### src/btb_cfg.svh
`ifndef BTB_CFG_SVH
`define BTB_CFG_SVH

// PC and target width
`define BTB_ADDR_W 32

// Fully associative, one set
`define BTB_LINES  8
`define BTB_IDX_W  3

`endif
### src/pred_pkg.sv
`default_nettype none

package pred_pkg;

    // Two-bit saturating direction counter
    typedef enum logic [1:0] {
        STRONG_NOT_TAKEN = 2'b00,
        WEAK_NOT_TAKEN   = 2'b01,
        WEAK_TAKEN       = 2'b10,
        STRONG_TAKEN     = 2'b11
    } dir_t;

    localparam dir_t DIR_RESET = WEAK_TAKEN; // New lines and misses

    // Correct guess strengthens, a miss steps across the middle
    function automatic dir_t dir_step(input dir_t cur, input logic mispredict);
        dir_t nxt;
        case (cur)
            STRONG_TAKEN:   nxt = mispredict ? WEAK_TAKEN     : STRONG_TAKEN;
            WEAK_TAKEN:     nxt = mispredict ? WEAK_NOT_TAKEN : STRONG_TAKEN;
            WEAK_NOT_TAKEN: nxt = mispredict ? WEAK_TAKEN     : STRONG_NOT_TAKEN;
            default:        nxt = mispredict ? WEAK_NOT_TAKEN : STRONG_NOT_TAKEN;
        endcase
        return nxt;
    endfunction

endpackage

`default_nettype wire

### src/btb_pkg.sv
`default_nettype none
`include "btb_cfg.svh"

package btb_pkg;

    // Result of one associative search
    typedef struct packed {
        logic                  hit;
        logic [`BTB_IDX_W-1:0] line;
    } lookup_t;

    // From the fetch stage
    typedef struct packed {
        logic                   branch;
        logic [`BTB_ADDR_W-1:0] pc;
        logic [`BTB_ADDR_W-1:0] pred_addr; // Fallback when the BTB misses
    } fetch_query_t;

    // From the decode stage
    typedef struct packed {
        logic                   branch;
        logic                   mispredict;
        logic [`BTB_ADDR_W-1:0] pc;
        logic [`BTB_ADDR_W-1:0] target;
    } resolve_t;

    typedef struct packed {
        logic                   valid;
        logic [`BTB_ADDR_W-1:0] tag; // Full PC
        logic [`BTB_ADDR_W-1:0] target;
        pred_pkg::dir_t         ctr;
    } entry_t;

    // What the comparators see of each line
    typedef struct packed {
        logic                   valid;
        logic [`BTB_ADDR_W-1:0] tag;
    } tag_slot_t;

    typedef tag_slot_t [`BTB_LINES-1:0] tag_array_t;

endpackage

`default_nettype wire

### src/branch_target_buffer.sv
`timescale 1ns/1ns
`default_nettype none
`include "btb_cfg.svh"

module branch_target_buffer (
    input  wire                          clk,
    input  wire                          rst,
    input  wire                          en,
    input  wire btb_pkg::fetch_query_t   fetch,
    input  wire btb_pkg::resolve_t       resolve,
    output logic                         if_hit,
    output pred_pkg::dir_t               taken,
    output logic [`BTB_ADDR_W-1:0]       target
);

    btb_pkg::tag_array_t   tags;
    btb_pkg::lookup_t      if_look;
    btb_pkg::lookup_t      id_look;
    logic                  if_touch;
    logic                  id_touch;
    logic [`BTB_IDX_W-1:0] if_line;
    logic [`BTB_IDX_W-1:0] id_line;
    logic [`BTB_IDX_W-1:0] victim;

    // Two searches of the same table
    assoc_comparator if_comparator_i (
        .pc   (fetch.pc),
        .tags (tags),
        .look (if_look)
    );

    assoc_comparator id_comparator_i (
        .pc   (resolve.pc),
        .tags (tags),
        .look (id_look)
    );

    btb_table table_i (
        .clk      (clk),
        .rst      (rst),
        .en       (en),
        .fetch    (fetch),
        .resolve  (resolve),
        .if_look  (if_look),
        .id_look  (id_look),
        .victim   (victim),
        .tags     (tags),
        .if_touch (if_touch),
        .id_touch (id_touch),
        .if_line  (if_line),
        .id_line  (id_line),
        .if_hit   (if_hit),
        .taken    (taken),
        .target   (target)
    );

    lru_tracker lru_i (
        .clk      (clk),
        .rst      (rst),
        .en       (en),
        .if_touch (if_touch),
        .id_touch (id_touch),
        .if_line  (if_line),
        .id_line  (id_line),
        .victim   (victim)
    );

endmodule

`default_nettype wire

### src/btb_table.sv
`timescale 1ns/1ns
`default_nettype none
`include "btb_cfg.svh"

module btb_table (
    input  wire                          clk,
    input  wire                          rst,
    input  wire                          en,
    input  wire btb_pkg::fetch_query_t   fetch,
    input  wire btb_pkg::resolve_t       resolve,
    input  wire btb_pkg::lookup_t        if_look,
    input  wire btb_pkg::lookup_t        id_look,
    input  wire [`BTB_IDX_W-1:0]         victim,
    output btb_pkg::tag_array_t          tags,
    output logic                         if_touch,
    output logic                         id_touch,
    output logic [`BTB_IDX_W-1:0]        if_line,
    output logic [`BTB_IDX_W-1:0]        id_line,
    output logic                         if_hit,
    output pred_pkg::dir_t               taken,
    output logic [`BTB_ADDR_W-1:0]       target
);

    typedef logic [`BTB_IDX_W-1:0] idx_t;

    btb_pkg::entry_t lines [`BTB_LINES];

    idx_t alloc_line;   // Where a miss lands
    logic id_alloc;
    logic if_alloc;

    // --------------------------------------------------
    // Line selection
    // --------------------------------------------------

    // Free lines first, LRU victim once full
    always_comb begin
        alloc_line = victim;
        for (int i = `BTB_LINES - 1; i >= 0; i--) begin
            if (!lines[i].valid) begin
                alloc_line = idx_t'(i);
            end
        end
    end

    assign id_line  = id_look.hit ? id_look.line : alloc_line;
    assign if_line  = if_look.hit ? if_look.line : alloc_line;
    assign id_alloc = resolve.branch && !id_look.hit;

    // ID wins any clash over the same line
    assign if_alloc = fetch.branch && !if_look.hit
                      && !(resolve.branch && (id_line == alloc_line));

    assign if_touch = fetch.branch && (if_look.hit || if_alloc);
    assign id_touch = resolve.branch;

    // --------------------------------------------------
    // Table writes
    // --------------------------------------------------
    always_ff @(posedge clk) begin
        if (rst) begin
            for (int i = 0; i < `BTB_LINES; i++) begin
                lines[i].valid <= 1'b0;
            end
        end else if (en) begin
            if (if_alloc) begin
                lines[alloc_line] <= '{
                    valid:  1'b1,
                    tag:    fetch.pc,
                    target: fetch.pred_addr,
                    ctr:    pred_pkg::DIR_RESET
                };
            end
            if (id_alloc) begin
                lines[alloc_line] <= '{
                    valid:  1'b1,
                    tag:    resolve.pc,
                    target: resolve.target,
                    ctr:    pred_pkg::DIR_RESET
                };
            end else if (resolve.branch) begin
                lines[id_line].target <= resolve.target;
                lines[id_line].ctr    <= pred_pkg::dir_step(lines[id_line].ctr,
                                                            resolve.mispredict);
            end
        end
    end

    // Search view for both comparators
    always_comb begin
        for (int i = 0; i < `BTB_LINES; i++) begin
            tags[i].valid = lines[i].valid;
            tags[i].tag   = lines[i].tag;
        end
    end

    // IF prediction
    assign if_hit = if_look.hit;
    assign taken  = if_look.hit ? lines[if_look.line].ctr : pred_pkg::DIR_RESET;
    assign target = if_look.hit ? lines[if_look.line].target : fetch.pred_addr; // Pass-through

endmodule

`default_nettype wire

### src/lru_tracker.sv
`timescale 1ns/1ns
`default_nettype none
`include "btb_cfg.svh"

module lru_tracker (
    input  wire                  clk,
    input  wire                  rst,
    input  wire                  en,
    input  wire                  if_touch,
    input  wire                  id_touch,
    input  wire [`BTB_IDX_W-1:0] if_line,
    input  wire [`BTB_IDX_W-1:0] id_line,
    output logic [`BTB_IDX_W-1:0] victim
);

    typedef logic [`BTB_IDX_W-1:0] idx_t;
    typedef idx_t [`BTB_LINES-1:0] age_vec_t;

    age_vec_t ages;      // 0 is most recent
    age_vec_t ages_if;
    age_vec_t ages_next;

    // One touch on a full age vector
    function automatic age_vec_t touch(input age_vec_t cur, input idx_t line);
        age_vec_t res;
        idx_t     old_age;
        res     = cur;
        old_age = cur[line];
        for (int i = 0; i < `BTB_LINES; i++) begin
            if (idx_t'(i) == line) begin
                res[i] = '0;
            end else if (cur[i] < old_age) begin
                res[i] = cur[i] + 1'b1;
            end
        end
        return res;
    endfunction

    // --------------------------------------------------
    // IF touch first, then ID on top of it
    // --------------------------------------------------
    always_comb begin
        ages_if   = if_touch ? touch(ages, if_line) : ages;
        ages_next = id_touch ? touch(ages_if, id_line) : ages_if;
    end

    always_ff @(posedge clk) begin
        if (rst) begin
            for (int i = 0; i < `BTB_LINES; i++) begin
                ages[i] <= idx_t'(i); // Line 7 starts oldest
            end
        end else if (en) begin
            ages <= ages_next;
        end
    end

    // --------------------------------------------------
    // Oldest line
    // --------------------------------------------------
    always_comb begin
        idx_t oldest;
        oldest = '0;
        for (int i = 1; i < `BTB_LINES; i++) begin
            if (ages[i] > ages[oldest]) begin
                oldest = idx_t'(i);
            end
        end
        victim = oldest;
    end

endmodule

`default_nettype wire

### src/assoc_comparator.sv
`timescale 1ns/1ns
`default_nettype none
`include "btb_cfg.svh"

module assoc_comparator (
    input  wire [`BTB_ADDR_W-1:0] pc,
    input  wire btb_pkg::tag_array_t tags,
    output btb_pkg::lookup_t look
);

    typedef logic [`BTB_IDX_W-1:0] idx_t;

    logic [`BTB_LINES-1:0] match;

    // All lines compared at once
    always_comb begin
        for (int i = 0; i < `BTB_LINES; i++) begin
            match[i] = tags[i].valid && (tags[i].tag == pc);
        end
    end

    // Priority encode, lowest line wins
    always_comb begin
        look.hit  = |match;
        look.line = '0;
        for (int i = `BTB_LINES - 1; i >= 0; i--) begin
            if (match[i]) begin
                look.line = idx_t'(i);
            end
        end
    end

endmodule

`default_nettype wire

### config.mk
export PLATFORM = sky130hd
export DESIGN_NAME = branch_target_buffer
export DESIGN_NICKNAME = d
export VERILOG_FILES = /design/src/pred_pkg.sv /design/src/btb_pkg.sv /design/src/branch_target_buffer.sv /design/src/btb_table.sv /design/src/lru_tracker.sv /design/src/assoc_comparator.sv
export VERILOG_INCLUDE_DIRS = /design/src
export SDC_FILE = /design/constraint.sdc
export NUM_CORES = 2
export LEC_CHECK = 0
export BUFFER_PORTS_ARGS = -buffer_cell sky130_fd_sc_hd__buf_2
export CORE_ASPECT_RATIO = 1.75
export CORE_UTILIZATION = 50
export DETAILED_ROUTE_END_ITERATION = 8
export GPL_TIMING_DRIVEN = 0
export PLACE_DENSITY = 0.67
export SLEW_MARGIN = 5
export SYNTH_ARGS = -nofsm -noshare
export SYNTH_HDL_FRONTEND = slang
export SYNTH_SLANG_ARGS = --single-unit
### constraint.sdc
create_clock -name clk -period 21 [get_ports clk]
set_input_delay 3.15 -clock clk [delete_from_list [all_inputs] [get_ports clk]]
set_output_delay 3.15 -clock clk [all_outputs]
set_load 0.05 [all_outputs]
==> results.rst <==
.. list-table::
   :header-rows: 1

   * - Metric
     - Value
   * - Status
     - finished with violations
   * - Violated checks
     - capacitance limit, slew limit
   * - Data required, critical path
     - ~22 ns
   * - Aggregate negative setup slack
     - 0 ns
   * - Startpoint Class
     - flop
   * - Overall die area
     - 68,900 um^2
   * - Maximum number of pins on one net before global-route repair
     - 33
   * - Number of enable flip-flop cells after synthesis
     - about 530
   * - CP Capture Point
     - lru_i.ages[1]
   * - Post-CTS Resized
     - 0
   * - Vias/cell
     - just under 7
   * - Vias in the first global route
     - about 27,000
   * - Fin cells
     - roughly 4,000
   * - Combined area of all synthesized cells
     - ~34,000 um^2
   * - Top cells by area in the synthesized netlist
     - sky130_fd_sc_hd__edfxtp_1 (47%), sky130_fd_sc_hd__xnor2_1 (7.1%), sky130_fd_sc_hd__a22o_1 (6.7%), sky130_fd_sc_hd__xor2_1 (6.4%), sky130_fd_sc_hd__mux2i_1 (3.3%)
   * - Final wirelength
     - 152 mm
   * - Area of combinational cells with multiple inputs
     - roughly 16,000 um^2
   * - Reg-to-Reg Start
     - lru_i.ages[3]
   * - Post-CTS Setup Inserts
     - 0
   * - Count of filler cells inserted in the layout
     - just under 6,000
   * - Largest area contributor in the synthesized netlist
     - sky130_fd_sc_hd__edfxtp_1
   * - Clock root cell
     - sky130_fd_sc_hd__clkbuf_16
   * - Post-Syn Nets
     - approximately 3,200
   * - Clk slew on worst S/H paths
     - about 0.070 ns
   * - Count of yosys warnings during synthesis
     - 0
   * - Final nets
     - around 3,300
   * - Wire per inst
     - ~37 um
   * - Global-route wire length before repair
     - between 200 and 250 mm
   * - Number of distinct library cells after synthesis
     - 96
   * - Main flop type after synthesis
     - sky130_fd_sc_hd__edfxtp_1
   * - Power density cells
     - 94.2 nW/um^2
   * - Maximum vdd drop
     - ~0.00016 V
   * - Residual DRC count
     - 0
   * - Mean instance size in the synthesized netlist
     - approximately 11 um^2
   * - Area of the core
     - approximately 67,000 um^2
   * - Number of buffers between clock root and the deepest sink
     - 3
   * - Crit path capture type
     - flop
   * - Fin. max-slew vios
     - 1
   * - Number of cell rows
     - about 130
   * - Initial cell density of the core
     - between 50% and 60%
   * - Period utilisation layout
     - between 90 and 100%
   * - Ys async rst share
     - 0%
   * - Via count of the routed design
     - approximately 27,000
   * - IO Pins
     - around 170
   * - Maximum clock frequency
     - slightly above 50 MHz
   * - Die Height
     - approximately 350 um
   * - Final Total Pwr
     - 3530 uW
   * - Setup repair after global routing missed its margin
     - no
   * - Post-CTS Hold Fix Bufs
     - 0
   * - Insertion delay to the later sink of the worst-skew pair
     - just under 0.7 ns
   * - Worst slew margin
     - -0.0550%
   * - Share of Yosys cell area claimed by the top area cell type
     - a little under half
   * - Clock tree from TritonCTS
     - built
   * - Placed cells
     - between 3,000 and 4,000
   * - Total clock buffers created by CTS
     - 54
   * - Global Route Usage Sum
     - approximately 44%
   * - Maximum fanout along the worst path
     - 10
   * - Length of the first detailed-routing pass in iterations
     - 7
   * - HP Class
     - reg -> reg
   * - Number of I/O port buffers
     - 39
   * - Critical register-to-register path endpoint
     - lru_i.ages[1]
   * - Worst Path Class, Setup
     - reg -> reg
   * - Clock period minus worst slack
     - roughly 19 ns
   * - Critical path data arrival time
     - ~20 ns
   * - Gr ovfl total
     - 0
   * - Floorplan die width
     - 199 um
   * - Max-capacitance violation count
     - 1
   * - Number of failing setup endpoints in the final timing report
     - 0
   * - FF-to-FF setup slack
     - roughly 1.7 ns
   * - Initial antenna violation count
     - 18
   * - RePlAce Congestion
     - between 1 and 1.5
   * - H-tree lvl count
     - 2
   * - Crit-path slowest cell
     - sky130_fd_sc_hd__mux2i_1
   * - Sequential cell area
     - ~16,000 um^2
   * - Depth of the worst register-to-register path
     - 73
   * - Number of failing hold endpoints at the final stage
     - 0
   * - Antenna-violating nets left
     - 0
   * - Crit. Startpoint
     - lru_i.ages[3]
   * - P&R area growth vs syn
     - 10.7%
   * - Yosys reg bits
     - 560
   * - Largest incremental delay on the critical path
     - 1.13 ns
   * - Sequential fraction of the synthesis area
     - approximately half
   * - # clock sinks
     - 560
   * - Post-Syn Instances
     - 3,026
   * - Dpl hpwl
     - roughly 110 mm
   * - Number of DRC markers in iteration 0
     - a little under 3,000
   * - Leakage
     - roughly 0.013 uW
   * - Final worst clock skew
     - 0.0481 ns
   * - Fraction of layout instances using a drive strength above 1
     - about an eighth
   * - Least-Margin Pin Slew
     - roughly 1.5 ns
   * - Cell repeated most along the worst path
     - sky130_fd_sc_hd__ha_1
-- critical path: cells and delay by family, from the launching register on --
family	cells	cell delay [ns]
mux	4	2.17
simple gates	21	2.99
flops	1	0.36
compound gates	32	8.91
buf+inv	7	2.06
fa+ha+maj	9	2.66
-- area by class of cell --
cell class | count | area share (%)
flip-flops and latches | 560 | 44.0
multi-input cells | 2131 | 42.7
clock buffers | 66 | 3.75
plain buffers | 267 | 3.18
well taps | 896 | 2.99
clock inverters | 34 | 1.49
repair buffers | 52 | 1.17
inverters | 68 | 0.680
diodes | 12 | 0.0800
-- layout by cell type (no fill, tap or decap), types with 11 or more instances in the layout --
| master | count |
|---|---|
| sky130_fd_sc_hd__nand2_1 | 157 |
| sky130_fd_sc_hd__nand2b_1 | 12 |
| sky130_fd_sc_hd__a211oi_1 | 51 |
| sky130_fd_sc_hd__ha_1 | 54 |
| sky130_fd_sc_hd__nor2_1 | 134 |
| sky130_fd_sc_hd__edfxtp_1 | 528 |
| sky130_fd_sc_hd__buf_1 | 51 |
| sky130_fd_sc_hd__o211ai_1 | 13 |
| sky130_fd_sc_hd__nand2_2 | 11 |
| sky130_fd_sc_hd__xnor2_1 | 273 |
| sky130_fd_sc_hd__nor4_1 | 69 |
| sky130_fd_sc_hd__mux2i_1 | 112 |
| sky130_fd_sc_hd__diode_2 | 12 |
| sky130_fd_sc_hd__bufinv_16 | 12 |
| sky130_fd_sc_hd__o21ai_0 | 75 |
| sky130_fd_sc_hd__a22o_1 | 258 |
| sky130_fd_sc_hd__a21oi_1 | 144 |
| sky130_fd_sc_hd__dfxtp_1 | 32 |
| sky130_fd_sc_hd__mux2_2 | 77 |
| sky130_fd_sc_hd__clkbuf_16 | 54 |
| sky130_fd_sc_hd__nand3_1 | 55 |
| sky130_fd_sc_hd__nand4_1 | 83 |
| sky130_fd_sc_hd__buf_2 | 100 |
| sky130_fd_sc_hd__nor3_1 | 41 |
| sky130_fd_sc_hd__buf_4 | 14 |
| sky130_fd_sc_hd__a31oi_1 | 19 |
| sky130_fd_sc_hd__clkbuf_1 | 145 |
| sky130_fd_sc_hd__o21ai_1 | 26 |
| sky130_fd_sc_hd__inv_1 | 56 |
| sky130_fd_sc_hd__xor2_1 | 248 |
-- per-stage QoR --
| stage | worst slack [ns] | area, um^2 | util, % | hold WS, ns |
|---|---|---|---|---|
| 5_1_grt | 0.816 | 37500 | 55.7 | 0.559 |
| 3_3_place_gp | 2.50 | 35200 | 52.3 | 0.513 |
| 2_1_floorplan | 6.92 | 33900 | - | 0.480 |
| 4_1_cts | 2.35 | 37500 | 55.6 | 0.534 |
| 6_report | 1.73 | 37500 | 55.7 | 0.543 |
| 3_5_place_dp | 2.38 | 35500 | 52.7 | 0.523 |
-- cell usage after synthesis, drive strengths merged, types with 10 or more instances --
master and instances:
or2 10, a21oi 148, o211ai 13, o21ai 103
dfxtp 32, buf 133, nor2 135, o21a 10
clkbuf 134, nand2b 12, xor2 249, mux2i 114
a22o 258, nand4 83, nand2 168, a31oi 19
nor3 41, edfxtp 528, a211oi 57, xnor2 276
nand3 55, or3 10, nor4 71, inv 66
ha 54, mux2 77
-- state kept, by name, indices dropped and copies added (netlist names) --
signal and cells:
lru_i.ages 24, table_i.lines 536
-- power by group --
| part | leakage (uW) | switching, uW | internal, uW |
|---|---|---|---|
| Sequential | 0.00561 | 15.6 | 1230 |
| Clock | 0.000941 | 480 | 632 |
| Combinational | 0.00644 | 789 | 385 |
-- per-layer routing --
metal	global-route usage (%)	vias up	routed length [um]
met4	47.3	14	20100
li1	-	11600	-
met1	40.9	13400	45200
met2	75.9	1731	75300
met5	0	-	109
met3	9.27	709	10900
-- worst min path at each step --
stage,endpoint,slack [ns],start,cells after the start
after floorplan,table_i.lines[1][66],0.48,table_i.lines[1][66],2
after global placement,table_i.lines[1][66],0.51,table_i.lines[1][66],2
after detailed placement,table_i.lines[1][66],0.52,table_i.lines[1][66],2
after CTS,table_i.lines[1][66],0.53,table_i.lines[1][66],2
after global routing,table_i.lines[1][66],0.56,table_i.lines[1][66],2
final,table_i.lines[1][66],0.54,table_i.lines[1][66],2
-- cells by family after synthesis --
group | count (synthesis) | share of synthesized area, %
compound gates | 719 | 15.8
xor+xnor | 525 | 13.6
fa+ha+maj | 62 | 2.24
buf+inv | 335 | 4.27
flops | 560 | 48.7
mux | 195 | 6.21
simple gates | 630 | 9.26
Power figures use the tool's default switching activity.
